--- src/source/acc_disp_pkg.sv ---
/*
  Accelerator dispatcher package
  Widths, enums and packed structs shared by the dispatcher blocks
*/
package acc_disp_pkg;

  // Core and accelerator widths
  localparam int XLEN            = 32;
  localparam int FRM_W           = 3;
  // Scoreboard geometry
  localparam int NR_SB_ENTRIES   = 8;
  localparam int TRANS_ID_W      = 3;
  localparam int NR_COMMIT_PORTS = 2;
  // Dispatcher sizing
  localparam int QUEUE_DEPTH     = 3;
  localparam int CNT_W           = 3;

  // Functional unit of an issued or committed instruction
  typedef enum logic [2:0] {
    NONE  = 3'd0,
    LOAD  = 3'd1,
    STORE = 3'd2,
    ACCEL = 3'd3,
    ALU   = 3'd4
  } fu_e;

  // Accelerator operation class, only loads and stores matter for ordering
  typedef enum logic [1:0] {
    ACCEL_OP       = 2'd0,
    ACCEL_OP_LOAD  = 2'd1,
    ACCEL_OP_STORE = 2'd2
  } acc_op_e;

  typedef struct packed {
    logic                  ex_valid;
    fu_e                   fu;
    acc_op_e               op;
    logic [TRANS_ID_W-1:0] trans_id;
  } issue_instr_t;

  typedef struct packed {
    acc_op_e               operation;
    logic [XLEN-1:0]       operand_a;
    logic [XLEN-1:0]       operand_b;
    logic [XLEN-1:0]       imm;
    logic [TRANS_ID_W-1:0] trans_id;
  } fu_data_t;

  typedef struct packed {
    logic                  valid;
    fu_e                   fu;
    logic [TRANS_ID_W-1:0] trans_id;
  } commit_instr_t;

  typedef struct packed {
    logic [31:0]           insn;
    logic [XLEN-1:0]       rs1;
    logic [XLEN-1:0]       rs2;
    logic [FRM_W-1:0]      frm;
    logic [TRANS_ID_W-1:0] trans_id;
    logic                  store_pending;
    logic                  cons_en;
  } acc_req_t;

  typedef struct packed {
    logic req_ready;
    logic load_complete;
    logic store_complete;
    logic store_pending;
  } acc_resp_t;

endpackage
--- src/source/acc_dispatcher.sv ---
/*
  Accelerator dispatcher
  Queues accelerator instructions from the issue stage and sends them to
  the accelerator once they are no longer speculative
*/
module acc_dispatcher (
  input  logic                                clk_i,
  input  logic                                rst_i,
  input  acc_disp_pkg::issue_instr_t          issue_instr_i,
  input  logic                                issue_instr_hs_i,
  input  acc_disp_pkg::fu_data_t              fu_data_i,
  input  acc_disp_pkg::commit_instr_t [acc_disp_pkg::NR_COMMIT_PORTS-1:0] commit_instr_i,
  input  logic                                flush_unissued_instr_i,
  input  logic                                flush_ex_i,
  input  logic                                acc_cons_en_i,
  input  logic [acc_disp_pkg::FRM_W-1:0]      fcsr_frm_i,
  input  logic                                commit_st_barrier_i,
  input  logic                                acc_no_st_pending_i,
  input  acc_disp_pkg::acc_resp_t             acc_resp_i,
  output logic                                issue_stall_o,
  output logic                                acc_valid_ex_o,
  output acc_disp_pkg::acc_req_t              acc_req_o,
  output logic                                acc_req_valid_o,
  output logic                                ctrl_halt_o
);
  import acc_disp_pkg::*;

  logic     accept;
  acc_op_e  accept_op;
  fu_data_t head;
  logic     empty;
  logic     queue_ready;
  logic     pop;
  logic     head_go;
  logic     ld_disp;
  logic     st_disp;

  acc_issue_queue i_issue_queue (
    .clk_i                  (clk_i),
    .rst_i                  (rst_i),
    .issue_instr_i          (issue_instr_i),
    .issue_instr_hs_i       (issue_instr_hs_i),
    .flush_unissued_instr_i (flush_unissued_instr_i),
    .flush_ex_i             (flush_ex_i),
    .fu_data_i              (fu_data_i),
    .pop_i                  (pop),
    .acc_valid_ex_o         (acc_valid_ex_o),
    .accept_o               (accept),
    .accept_op_o            (accept_op),
    .head_o                 (head),
    .empty_o                (empty),
    .ready_o                (queue_ready)
  );

  // Pushed ID is the registered operand set, sent ID is the popped head
  acc_spec_tracker i_spec_tracker (
    .clk_i                  (clk_i),
    .rst_i                  (rst_i),
    .flush_ex_i             (flush_ex_i),
    .push_i                 (acc_valid_ex_o),
    .push_id_i              (fu_data_i.trans_id),
    .commit_instr_i         (commit_instr_i),
    .sent_i                 (pop),
    .sent_id_i              (head.trans_id),
    .head_id_i              (head.trans_id),
    .flush_unissued_instr_i (flush_unissued_instr_i),
    .head_go_o              (head_go)
  );

  acc_req_stage i_req_stage (
    .clk_i               (clk_i),
    .rst_i               (rst_i),
    .head_i              (head),
    .empty_i             (empty),
    .head_go_i           (head_go),
    .fcsr_frm_i          (fcsr_frm_i),
    .acc_cons_en_i       (acc_cons_en_i),
    .acc_no_st_pending_i (acc_no_st_pending_i),
    .req_ready_i         (acc_resp_i.req_ready),
    .pop_o               (pop),
    .ld_disp_o           (ld_disp),
    .st_disp_o           (st_disp),
    .acc_req_o           (acc_req_o),
    .acc_req_valid_o     (acc_req_valid_o)
  );

  acc_mem_tracker i_mem_tracker (
    .clk_i               (clk_i),
    .rst_i               (rst_i),
    .flush_ex_i          (flush_ex_i),
    .accept_i            (accept),
    .accept_op_i         (accept_op),
    .ld_disp_i           (ld_disp),
    .st_disp_i           (st_disp),
    .acc_resp_i          (acc_resp_i),
    .acc_cons_en_i       (acc_cons_en_i),
    .issue_fu_i          (issue_instr_i.fu),
    .queue_ready_i       (queue_ready),
    .commit_st_barrier_i (commit_st_barrier_i),
    .issue_stall_o       (issue_stall_o),
    .ctrl_halt_o         (ctrl_halt_o)
  );

endmodule

--- src/source/acc_mem_tracker.sv ---
/*
  Accelerator memory tracker
  Counts speculative and dispatched accelerator loads and stores, stalls
  scalar memory issue for consistency and halts on a store barrier
*/
module acc_mem_tracker (
  input  logic                  clk_i,
  input  logic                  rst_i,
  input  logic                  flush_ex_i,
  input  logic                  accept_i,
  input  acc_disp_pkg::acc_op_e accept_op_i,
  input  logic                  ld_disp_i,
  input  logic                  st_disp_i,
  input  acc_disp_pkg::acc_resp_t acc_resp_i,
  input  logic                  acc_cons_en_i,
  input  acc_disp_pkg::fu_e     issue_fu_i,
  input  logic                  queue_ready_i,
  input  logic                  commit_st_barrier_i,
  output logic                  issue_stall_o,
  output logic                  ctrl_halt_o
);
  import acc_disp_pkg::*;

  logic [CNT_W-1:0] spec_ld_q;
  logic [CNT_W-1:0] spec_st_q;
  logic [CNT_W-1:0] disp_ld_q;
  logic [CNT_W-1:0] disp_st_q;
  logic             spec_ld_up;
  logic             spec_st_up;
  logic             ld_pending;
  logic             st_pending;
  logic             halt_q;

  // Up and down together cancel out
  function automatic logic [CNT_W-1:0] count_next(
    input logic [CNT_W-1:0] cnt,
    input logic             up,
    input logic             down
  );
    if (up && !down) begin
      count_next = cnt + 1'b1;
    end else if (down && !up) begin
      count_next = cnt - 1'b1;
    end else begin
      count_next = cnt;
    end
  endfunction

  assign spec_ld_up = accept_i && (accept_op_i == ACCEL_OP_LOAD);
  assign spec_st_up = accept_i && (accept_op_i == ACCEL_OP_STORE);

  always_ff @(posedge clk_i) begin
    if (rst_i) begin
      spec_ld_q <= '0;
      spec_st_q <= '0;
      disp_ld_q <= '0;
      disp_st_q <= '0;
    end else begin
      // Speculative counts can still be flushed
      if (flush_ex_i) begin
        spec_ld_q <= '0;
        spec_st_q <= '0;
      end else begin
        spec_ld_q <= count_next(spec_ld_q, spec_ld_up, ld_disp_i);
        spec_st_q <= count_next(spec_st_q, spec_st_up, st_disp_i);
      end
      // Dispatched ones wait for the accelerator to complete
      disp_ld_q <= count_next(disp_ld_q, ld_disp_i, acc_resp_i.load_complete);
      disp_st_q <= count_next(disp_st_q, st_disp_i, acc_resp_i.store_complete);
    end
  end

  assign ld_pending = (spec_ld_q != '0) || (disp_ld_q != '0);
  assign st_pending = (spec_st_q != '0) || (disp_st_q != '0);

  always_comb begin
    case (issue_fu_i)
      // Dispatcher queue has no room
      ACCEL:   issue_stall_o = !queue_ready_i;
      // Scalar load behind an accelerator store
      LOAD:    issue_stall_o = acc_cons_en_i && st_pending;
      // Scalar store behind any accelerator memory op
      STORE:   issue_stall_o = acc_cons_en_i && (st_pending || ld_pending);
      default: issue_stall_o = 1'b0;
    endcase
  end

  // Set on barrier, kept while the accelerator still has stores in flight
  always_ff @(posedge clk_i) begin
    if (rst_i) begin
      halt_q <= 1'b0;
    end else begin
      halt_q <= (halt_q || commit_st_barrier_i) && acc_resp_i.store_pending;
    end
  end

  assign ctrl_halt_o = halt_q;

endmodule

--- src/source/acc_req_stage.sv ---
/*
  Accelerator request stage
  Builds a request from the queue head and holds it in a two-entry spill
  register that follows the accelerator valid/ready rule
*/
module acc_req_stage (
  input  logic                               clk_i,
  input  logic                               rst_i,
  input  acc_disp_pkg::fu_data_t             head_i,
  input  logic                               empty_i,
  input  logic                               head_go_i,
  input  logic [acc_disp_pkg::FRM_W-1:0]     fcsr_frm_i,
  input  logic                               acc_cons_en_i,
  input  logic                               acc_no_st_pending_i,
  input  logic                               req_ready_i,
  output logic                               pop_o,
  output logic                               ld_disp_o,
  output logic                               st_disp_o,
  output acc_disp_pkg::acc_req_t             acc_req_o,
  output logic                               acc_req_valid_o
);
  import acc_disp_pkg::*;

  acc_req_t req;
  logic     req_valid;
  logic     spill_ready;
  logic     a_full_q;
  logic     b_full_q;
  acc_req_t a_data_q;
  acc_req_t b_data_q;
  logic     a_fill;
  logic     a_drain;
  logic     b_fill;
  logic     b_drain;

  // Instruction word travels in the immediate field
  assign req.insn          = head_i.imm[31:0];
  assign req.rs1           = head_i.operand_a;
  assign req.rs2           = head_i.operand_b;
  // Rounding mode is current since fcsr writes wait for the accelerator
  assign req.frm           = fcsr_frm_i;
  assign req.trans_id      = head_i.trans_id;
  assign req.store_pending = acc_cons_en_i && !acc_no_st_pending_i;
  assign req.cons_en       = acc_cons_en_i;

  // Head leaves only once it is non-speculative
  assign req_valid = !empty_i && head_go_i;
  assign pop_o     = req_valid && spill_ready;
  assign ld_disp_o = pop_o && (head_i.operation == ACCEL_OP_LOAD);
  assign st_disp_o = pop_o && (head_i.operation == ACCEL_OP_STORE);

  // Slot A takes new requests, slot B holds the older one under stall
  assign a_fill  = req_valid && spill_ready;
  assign a_drain = a_full_q && !b_full_q;
  assign b_fill  = a_drain && !req_ready_i;
  assign b_drain = b_full_q && req_ready_i;

  always_ff @(posedge clk_i) begin
    if (rst_i) begin
      a_full_q <= 1'b0;
      b_full_q <= 1'b0;
    end else begin
      if (a_fill || a_drain) begin
        a_full_q <= a_fill;
      end
      if (b_fill || b_drain) begin
        b_full_q <= b_fill;
      end
    end
  end

  always_ff @(posedge clk_i) begin
    if (a_fill) begin
      a_data_q <= req;
    end
    if (b_fill) begin
      b_data_q <= a_data_q;
    end
  end

  assign spill_ready     = !a_full_q || !b_full_q;
  assign acc_req_valid_o = a_full_q || b_full_q;
  // Oldest entry goes out first
  assign acc_req_o       = b_full_q ? b_data_q : a_data_q;

endmodule

--- src/source/acc_spec_tracker.sv ---
/*
  Speculation tracker
  Marks received transaction IDs as pending, promotes them to ready once
  the commit stage shows them at the scoreboard head
*/
module acc_spec_tracker (
  input  logic                                    clk_i,
  input  logic                                    rst_i,
  input  logic                                    flush_ex_i,
  input  logic                                    push_i,
  input  logic [acc_disp_pkg::TRANS_ID_W-1:0]     push_id_i,
  input  acc_disp_pkg::commit_instr_t [acc_disp_pkg::NR_COMMIT_PORTS-1:0] commit_instr_i,
  input  logic                                    sent_i,
  input  logic [acc_disp_pkg::TRANS_ID_W-1:0]     sent_id_i,
  input  logic [acc_disp_pkg::TRANS_ID_W-1:0]     head_id_i,
  input  logic                                    flush_unissued_instr_i,
  output logic                                    head_go_o
);
  import acc_disp_pkg::*;

  logic [NR_SB_ENTRIES-1:0] pending_q;
  logic [NR_SB_ENTRIES-1:0] pending_d;
  logic [NR_SB_ENTRIES-1:0] ready_q;
  logic [NR_SB_ENTRIES-1:0] ready_d;
  logic                     commit;
  logic                     commit_hit;
  logic [TRANS_ID_W-1:0]    commit_id;

  // An accelerator op waits at the first commit port that is not valid
  always_comb begin
    commit = 1'b0;
    if (!commit_instr_i[0].valid && (commit_instr_i[0].fu == ACCEL)) begin
      commit = 1'b1;
    end
    if (commit_instr_i[0].valid && !commit_instr_i[1].valid &&
        (commit_instr_i[1].fu == ACCEL)) begin
      commit = 1'b1;
    end
  end

  assign commit_id  = !commit_instr_i[0].valid ? commit_instr_i[0].trans_id
                                               : commit_instr_i[1].trans_id;
  assign commit_hit = commit && pending_q[commit_id];

  always_comb begin
    pending_d = pending_q;
    ready_d   = ready_q;
    // Newly pushed instruction is speculative
    if (push_i) begin
      pending_d[push_id_i] = 1'b1;
    end
    if (flush_ex_i) begin
      pending_d = '0;
    end
    // No longer speculative
    if (commit_hit) begin
      ready_d[commit_id]   = 1'b1;
      pending_d[commit_id] = 1'b0;
    end
    // Left the queue
    if (sent_i) begin
      ready_d[sent_id_i] = 1'b0;
    end
  end

  always_ff @(posedge clk_i) begin
    if (rst_i) begin
      pending_q <= '0;
      ready_q   <= '0;
    end else begin
      pending_q <= pending_d;
      ready_q   <= ready_d;
    end
  end

  // Stored ready bit, or same-cycle commit bypass
  assign head_go_o = ready_q[head_id_i] || (commit_hit && !flush_unissued_instr_i);

endmodule

--- src/source/acc_issue_queue.sv ---
/*
  Accelerator instruction queue
  Registers the accept decision for issued accelerator instructions and
  keeps their operands in a three-entry fall-through ring buffer
*/
module acc_issue_queue (
  input  logic                       clk_i,
  input  logic                       rst_i,
  input  acc_disp_pkg::issue_instr_t issue_instr_i,
  input  logic                       issue_instr_hs_i,
  input  logic                       flush_unissued_instr_i,
  input  logic                       flush_ex_i,
  input  acc_disp_pkg::fu_data_t     fu_data_i,
  input  logic                       pop_i,
  output logic                       acc_valid_ex_o,
  output logic                       accept_o,
  output acc_disp_pkg::acc_op_e      accept_op_o,
  output acc_disp_pkg::fu_data_t     head_o,
  output logic                       empty_o,
  output logic                       ready_o
);
  import acc_disp_pkg::*;

  logic                             valid_q;
  fu_data_t                         mem_q [QUEUE_DEPTH];
  logic [$clog2(QUEUE_DEPTH)-1:0]   wr_ptr_q;
  logic [$clog2(QUEUE_DEPTH)-1:0]   rd_ptr_q;
  logic [$clog2(QUEUE_DEPTH+1)-1:0] usage_q;
  logic                             full;
  logic                             do_write;
  logic                             do_read;

  // Ring pointer step, wraps at the queue depth
  function automatic logic [$clog2(QUEUE_DEPTH)-1:0] ptr_inc(
    input logic [$clog2(QUEUE_DEPTH)-1:0] ptr
  );
    ptr_inc = (ptr == QUEUE_DEPTH - 1) ? '0 : ptr + 1'b1;
  endfunction

  // Issued, accelerator bound, no exception and not being flushed
  assign accept_o    = issue_instr_hs_i && (issue_instr_i.fu == ACCEL) &&
                       !issue_instr_i.ex_valid && !flush_unissued_instr_i;
  assign accept_op_o = issue_instr_i.op;

  always_ff @(posedge clk_i) begin
    if (rst_i) begin
      valid_q <= 1'b0;
    end else begin
      valid_q <= accept_o;
    end
  end

  // Operands arrive one cycle after the handshake, together with the push
  assign acc_valid_ex_o = valid_q;

  assign full     = (usage_q == QUEUE_DEPTH);
  assign do_read  = pop_i && (usage_q != '0);
  // Push straight through when empty and popped in the same cycle
  assign do_write = valid_q && !full && !(pop_i && (usage_q == '0));

  assign empty_o = (usage_q == '0) && !valid_q;
  assign head_o  = (usage_q == '0) ? fu_data_i : mem_q[rd_ptr_q];
  // Room for at least one more entry beyond the one in flight
  assign ready_o = usage_q < QUEUE_DEPTH - 1;

  always_ff @(posedge clk_i) begin
    if (rst_i || flush_ex_i) begin
      wr_ptr_q <= '0;
      rd_ptr_q <= '0;
      usage_q  <= '0;
    end else begin
      if (do_write) begin
        wr_ptr_q <= ptr_inc(wr_ptr_q);
      end
      if (do_read) begin
        rd_ptr_q <= ptr_inc(rd_ptr_q);
      end
      if (do_write && !do_read) begin
        usage_q <= usage_q + 1'b1;
      end else if (do_read && !do_write) begin
        usage_q <= usage_q - 1'b1;
      end
    end
  end

  // Operand storage
  always_ff @(posedge clk_i) begin
    if (do_write) begin
      mem_q[wr_ptr_q] <= fu_data_i;
    end
  end

endmodule

--- config.mk ---
export PLATFORM = sky130hd
export DESIGN_NAME = acc_dispatcher
export DESIGN_NICKNAME = d
export VERILOG_FILES = /design/src/source/acc_disp_pkg.sv /design/src/source/acc_dispatcher.sv /design/src/source/acc_mem_tracker.sv /design/src/source/acc_req_stage.sv /design/src/source/acc_spec_tracker.sv /design/src/source/acc_issue_queue.sv
export SDC_FILE = /design/constraint.sdc
export NUM_CORES = 1
export LEC_CHECK = 0
export ABC_CLOCK_PERIOD_IN_PS = 10400
export BUFFER_PORTS_ARGS = -buffer_cell sky130_fd_sc_hd__buf_4
export CAP_MARGIN = 10
export CORE_ASPECT_RATIO = 0.75
export CORE_MARGIN = 5
export CORE_UTILIZATION = 53
export CTS_CLUSTER_DIAMETER = 50
export CTS_CLUSTER_SIZE = 28
export DETAILED_ROUTE_END_ITERATION = 8
export MAX_ROUTING_LAYER = met4
export PLACE_DENSITY = 0.86
export SETUP_SLACK_MARGIN = 0.3
export SYNTH_ARGS = -nofsm -noshare
export SYNTH_HDL_FRONTEND = slang
export SYNTH_SLANG_ARGS = --single-unit
--- constraint.sdc ---
create_clock -name clk_i -period 10.4 [get_ports clk_i]
set_input_delay 1.04 -clock clk_i [delete_from_list [all_inputs] [get_ports clk_i]]
set_output_delay 1.04 -clock clk_i [all_outputs]
set_load 0.1 [all_outputs]
* After elaboration in Yosys (flattened, before gate mapping)
Memories as Yosys holds them, arrays and structs flattened. A register that Yosys moved wholly into a read port is not among the register bits.
Index checks and enable logic that the tools add are counted.
** Cells by class
- $lt $le $gt $ge :: 7
- Bitwise operators :: 6
- Eq/ne operators :: 12
- Reduce and logical (&&, ||, !) cells :: 82
- Add/sub/neg operators :: 12
- Muxes and demuxes :: 37
** Operators by type and width (number)
- $mux 104 :: 1
- $mux 101 :: 1
- $mux 8 :: 5
- $logic_and 1x1->1 :: 39
- $mux 3 :: 9
- $logic_not 1->1 :: 21
- $and 8x8->8 :: 2
- $not 8->8 :: 2
- $or 8x8->8 :: 2
- $add 3x1->3 const B :: 4
- $eq 3x2->1 const B :: 4
- $lt 3x4->1 const B :: 3
- $mux 2 :: 6
- $reduce_bool 2->1 :: 6
- $reduce_bool 3->1 :: 4
- $sub 3x1->3 const B :: 4
- $eq 2x2->1 const B :: 5
- $logic_or 1x1->1 :: 10
- $demux 1 s3 :: 3
- $ge 3x1->1 const B :: 3
- $mux 1 :: 9
- $add 2x1->2 const B :: 3
- $bmux 1 s3 :: 2
- $eq 2x1->1 const B :: 2
- 6 further kinds :: 6
** Storage, ports and cells
- Register bits :: 246
- Memories kept :: 1
- Bits of input ports :: 139
- Word-level logic and storage cells :: 184
- Memory bits (writable) :: 303
** Memories
- i_issue_queue.mem_q :: depth 3, bits a word 101, read ports 1, clocked after Yosys merged registers in 1, wr ports 1, RTL line acc_issue_queue.sv:25 : fu_data_t mem_q [QUEUE_DEPTH];

* Longest topological paths before layout
- Word-level depth :: 16
- Gate-level depth with buffers :: 16

* By module
Synthesis repeated with hierarchy kept, for this count alone.
** Unflattened totals
- Cell total of the unflattened synthesis :: 1331
- Area, all modules :: 22233.8 um^2
** Modules (own cells, without submodules)
- acc_issue_queue :: cells an instance 804, times used 1, area each 12903.6 um^2
- acc_req_stage :: cells an instance 337, times used 1, area each 7614.8 um^2
- acc_spec_tracker :: cells an instance 109, times used 1, area each 975.9 um^2
- acc_mem_tracker :: cells an instance 81, times used 1, area each 739.5 um^2

* Least setup slack after synthesis
OpenSTA, ideal clock, no wires.
- Path kind :: input -> register
- Start point :: input port fu_data_i[2] (netlist name)
- End point :: memory i_issue_queue.mem_q[2][0] (netlist name), enable pin
- Library setup time :: 0.706 ns
- Buffers on the path :: 0
- Cell stages on the path :: 8
- Arrival :: 9.812 ns
- Setup slack :: -0.118 ns
- Required time :: 9.694 ns
- Cell sequence :: or3_1 -> o221ai_2 -> inv_2 -> a221oi_1 -> a32oi_2 -> a32oi_4 -> o21ai_1 -> nor3b_1
** RTL lines
- start: declaration :: RTL line acc_dispatcher.sv:11 : input acc_disp_pkg::fu_data_t fu_data_i,
- end: declaration :: RTL line acc_issue_queue.sv:25

==> impl_metrics.env <==
export IMPL_crit_fanout=53
export IMPL_min_path_cells=0
export IMPL_clk_pin_slew_ps=80
export IMPL_detailedRoute_firstIterationViolations=1109
export IMPL_drive_gt1_share_pct=26.8
export IMPL_path_cells="mux2_2 > o221ai_2 > inv_2 > a221oi_1 > a32oi_2 > a32oi_4 > o21ai_1 > nor3b_2 > buf_4 > buf_4"
export IMPL_async_flop_share_pct=0
export IMPL_dp_hpwl_um=27600
export IMPL_cts_hold_buffers=0
export IMPL_cap_viol_max_count=0
export IMPL_p_seq_share_pct=57.6
export IMPL_worstReg2RegEnd="i_issue_queue.mem_q[2][63]"
export IMPL_fin_crit_sh_pct=47.5
export IMPL_netlist_area_leader_share_pct=70.0
export IMPL_skew_ps=15.5
export IMPL_setup_viol=0
export IMPL_relSlewSlack_pct=30.2
export IMPL_crit_type="reg2reg"
export IMPL_yosys_most_used_dff="edfxtp_1"
export IMPL_critPathMaxStageDelay_ps=1000
export IMPL_finish_utilization_pct=62.9
export IMPL_die_h_um=186
export IMPL_antenna_found_initial=2
export IMPL_grt_first_pass_wirelength_um=71200
export IMPL_arrival_ps=5110
export IMPL_grt_pass1_vias=13000
export IMPL_synth_seq_cells=551
export IMPL_clock_path_buffers=3
export IMPL_overflow=0
export IMPL_r2r_setup_slack_ps=5460
export IMPL_slew_violations=0
export IMPL_io_pins=247
export IMPL_syn_inst=1455
export IMPL_viasPerCell=5.62
export IMPL_wl_per_cell_um=20.5
export IMPL_portBuffers=243
export IMPL_switchingPower_mw=0.869
export IMPL_cpMaxStageDelayCell="dfxtp_4"
export IMPL_finalWirelength_um=45900
export IMPL_ant_nets=0
export IMPL_power_frac_comb_pct=3.3
export IMPL_cts_resized_gates=0
export IMPL_fillerInstances=2874
export IMPL_final_nets=1828
export IMPL_synth_edff_count=511
export IMPL_status="completed"
export IMPL_rsz0062_at_grt="false"
export IMPL_drc_errors=0
export IMPL_place_inst=2168
export IMPL_min_path_type="reg2reg"
export IMPL_max_freq_ghz=0.202
export IMPL_fin_crit_ps=4940
export IMPL_hold_path_endpoint="i_req_stage.b_data_q[41]"
export IMPL_grt_max_degree=108
export IMPL_cts_tree="done"
export IMPL_yosys_warnings=0
export IMPL_yosys_top_cells_area="edfxtp_1, mux2_2, mux2i_1"
export IMPL_end_kind="flip-flop"
export IMPL_die_width_um=245
export IMPL_hp_start="i_req_stage.a_data_q[41]"
export IMPL_finalPower_mw=4.20
export IMPL_clk_latency_ps=550
export IMPL_numClockSinks=551
export IMPL_num_vias=12600
export IMPL_htreeDepth=2
export IMPL_cp_start_kind="flip-flop"
export IMPL_core_um2=40800
export IMPL_required_ps=10570
export IMPL_worst_pin_slew_ps=1050
export IMPL_grt_total_usage_pct=20.2
export IMPL_syn_to_final_growth_pct=17.1
export IMPL_intPower_mw=3.33
export IMPL_cpMostUsedCell="buf_4"
export IMPL_die_area_um2=45600
export IMPL_numCtsBuffers=38
export IMPL_p_clk_share_pct=39.1
export IMPL_hold_violations=0
export IMPL_row_count=64
export IMPL_swShare_pct=20.7
export IMPL_rr_worst_depth=10
export IMPL_netlist_area_um2=21900
export IMPL_p_leak_nw=8.88
export IMPL_cts_setup_buffers=0
export IMPL_syn_area_per_cell_um2=15.1
export IMPL_drt_pass1_iter_count=5
export IMPL_vdd_ir_drop_max_uv=118
export IMPL_synth_top_area_cell="edfxtp_1"
export IMPL_cts_root_buf="clkbuf_16"
export IMPL_synth_net_count=1603
export IMPL_synth_cell_types=62
export IMPL_fin_cells=2239
export IMPL_place_gp_congestion=0.883
export IMPL_p_per_area_nw_per_um2=164
export IMPL_synth_seq_area_share_pct=73.6
export IMPL_start_util_pct=53.7
## registers in the layout (all words and copies together), names as in the netlist, named ones only
signal	count
i_req_stage.b_full_q	1
i_issue_queue.usage_q	2
i_issue_queue.rd_ptr_q	2
i_mem_tracker.disp_st_q	3
i_issue_queue.mem_q	303
i_mem_tracker.ctrl_halt_o	1
i_req_stage.a_data_q	104
i_issue_queue.wr_ptr_q	2
i_spec_tracker.ready_q	8
i_issue_queue.acc_valid_ex_o	1
i_mem_tracker.spec_ld_q	3
i_req_stage.a_full_q	1
i_mem_tracker.spec_st_q	3
i_req_stage.b_data_q	104
i_spec_tracker.pending_q	8
i_mem_tracker.disp_ld_q	3
## critical path: cells and delay by family (launching register included)
family	cells	cell delay (ps)
multiplexers	1	430
buffers and inverters	3	1430
AND/OR/NAND/NOR	1	270
AO/OA/AOI/OAI	5	1380
flip-flops	1	1000
## final cells by class
class                      count  area, um2  area share, %
antenna                        2       5.00         0.0195
sequential                   551      16200           62.9
timing repair buffer         262       1970           7.66
clock inverter                27        380           1.48
inverter                      17       63.8          0.248
multi-input combinational    810       5460           21.2
tap                          528        661           2.57
clock buffer                  42        997           3.88
## per-layer routing
layer / GRT usage, % / vias to the layer above / part of all wire, %
li1: - / 5915 / -
met1: 26.8 / 6210 / 42
met2: 33.1 / 393 / 49
met3: 3.96 / 71 / 7.2
met4: 4.35 / 0 / 1.9
met5: - / - / 0
## how the worst max path moves through the flow
| stage | startpoint | slack [ps] | depth (start not counted) | end |
|---|---|---|---|---|
| 6_report | flip-flop | 5460 | 10 | i_issue_queue.mem_q[2][63] |
| 5_1_grt | flip-flop | 5150 | 10 | i_issue_queue.mem_q[2][15] |
| 4_1_cts | flip-flop | 5400 | 10 | i_issue_queue.mem_q[2][15] |
| 3_5_place_dp | flip-flop | 5420 | 10 | i_issue_queue.mem_q[2][90] |
| 3_3_place_gp | flip-flop | 5490 | 10 | i_issue_queue.mem_q[2][95] |
| 2_1_floorplan | fu_data_i[2] | -120 | 8 | i_issue_queue.mem_q[2][0] |
## through the flow
step                      TNS [ps]  area, um2  hold slack (ps)  worst slack, ps
final                            0      25700              450             5460
after global placement           0      24300              426             5490
after detailed placement         0      24300              431             5420
after global routing             0      25700              458             5150
after CTS                        0      25700              451             5400
after floorplan             -21780      21900              422             -118
## kinds of logic (layout without fill, tap and decap cells)
logic type / Yosys count / after routing / synth area share, %
other: 0 / 2 / 0
XOR/XNOR: 10 / 10 / 0.399
AO/OA/AOI/OAI: 260 / 260 / 6.80
buffers and inverters: 94 / 348 / 1.67
flip-flops: 551 / 551 / 73.6
AND/OR/NAND/NOR: 313 / 313 / 6.29
multiplexers: 218 / 218 / 10.6
adder cells (fa/ha/maj): 9 / 9 / 0.650
## placed cells by master (no fill, tap or decap), types with 3 or more instances in the layout
cell       count
buf_4        262
xor2_1        10
a311oi_1       5
ha_1           5
or3_1          9
inv_6          6
nand2b_1       8
bufinv_16      5
edfxtp_1     511
dfxtp_4        3
nor2b_1        6
nand3_1        5
a21oi_1      113
or2_2          3
a31oi_1        3
o21ai_0      106
nand2_1      117
mux2_2       106
clkinv_8       4
nor2_1       124
inv_8          4
dfxtp_1       37
and2_1         9
nor3b_2        3
nor3_1         8
inv_1         15
fa_1           4
clkbuf_16     39
mux2i_1      110
a211oi_1       7
clkinv_2       3
nor3b_1        4
nand3b_1       3
## synthesized netlist by cell type, types with 6 or more instances
library cell  number
mux2i_1          110
nor3b_1            7
inv_1             15
o21ai_0          106
nand2_1          117
edfxtp_1         511
xor2_1            10
a21oi_1          113
buf_1             10
nand2b_1           8
or3_1              9
mux2_2           106
nor3_1             9
dfxtp_1           40
clkbuf_1          61
nor2_1           125
a211oi_1           7
nor2b_1            6
and2_1             9
## power groups by stage
stage,Combinational (mW),Sequential (mW),Clock (mW)
after floorplan,0.0620,2.47,0
after CTS,0.138,2.42,1.67
after global routing,0.152,2.42,1.77
final,0.138,2.42,1.64
after detailed placement,0.137,2.47,0
after global placement,0.129,2.47,0
No activity file was read; power rests on OpenSTA's default activity.
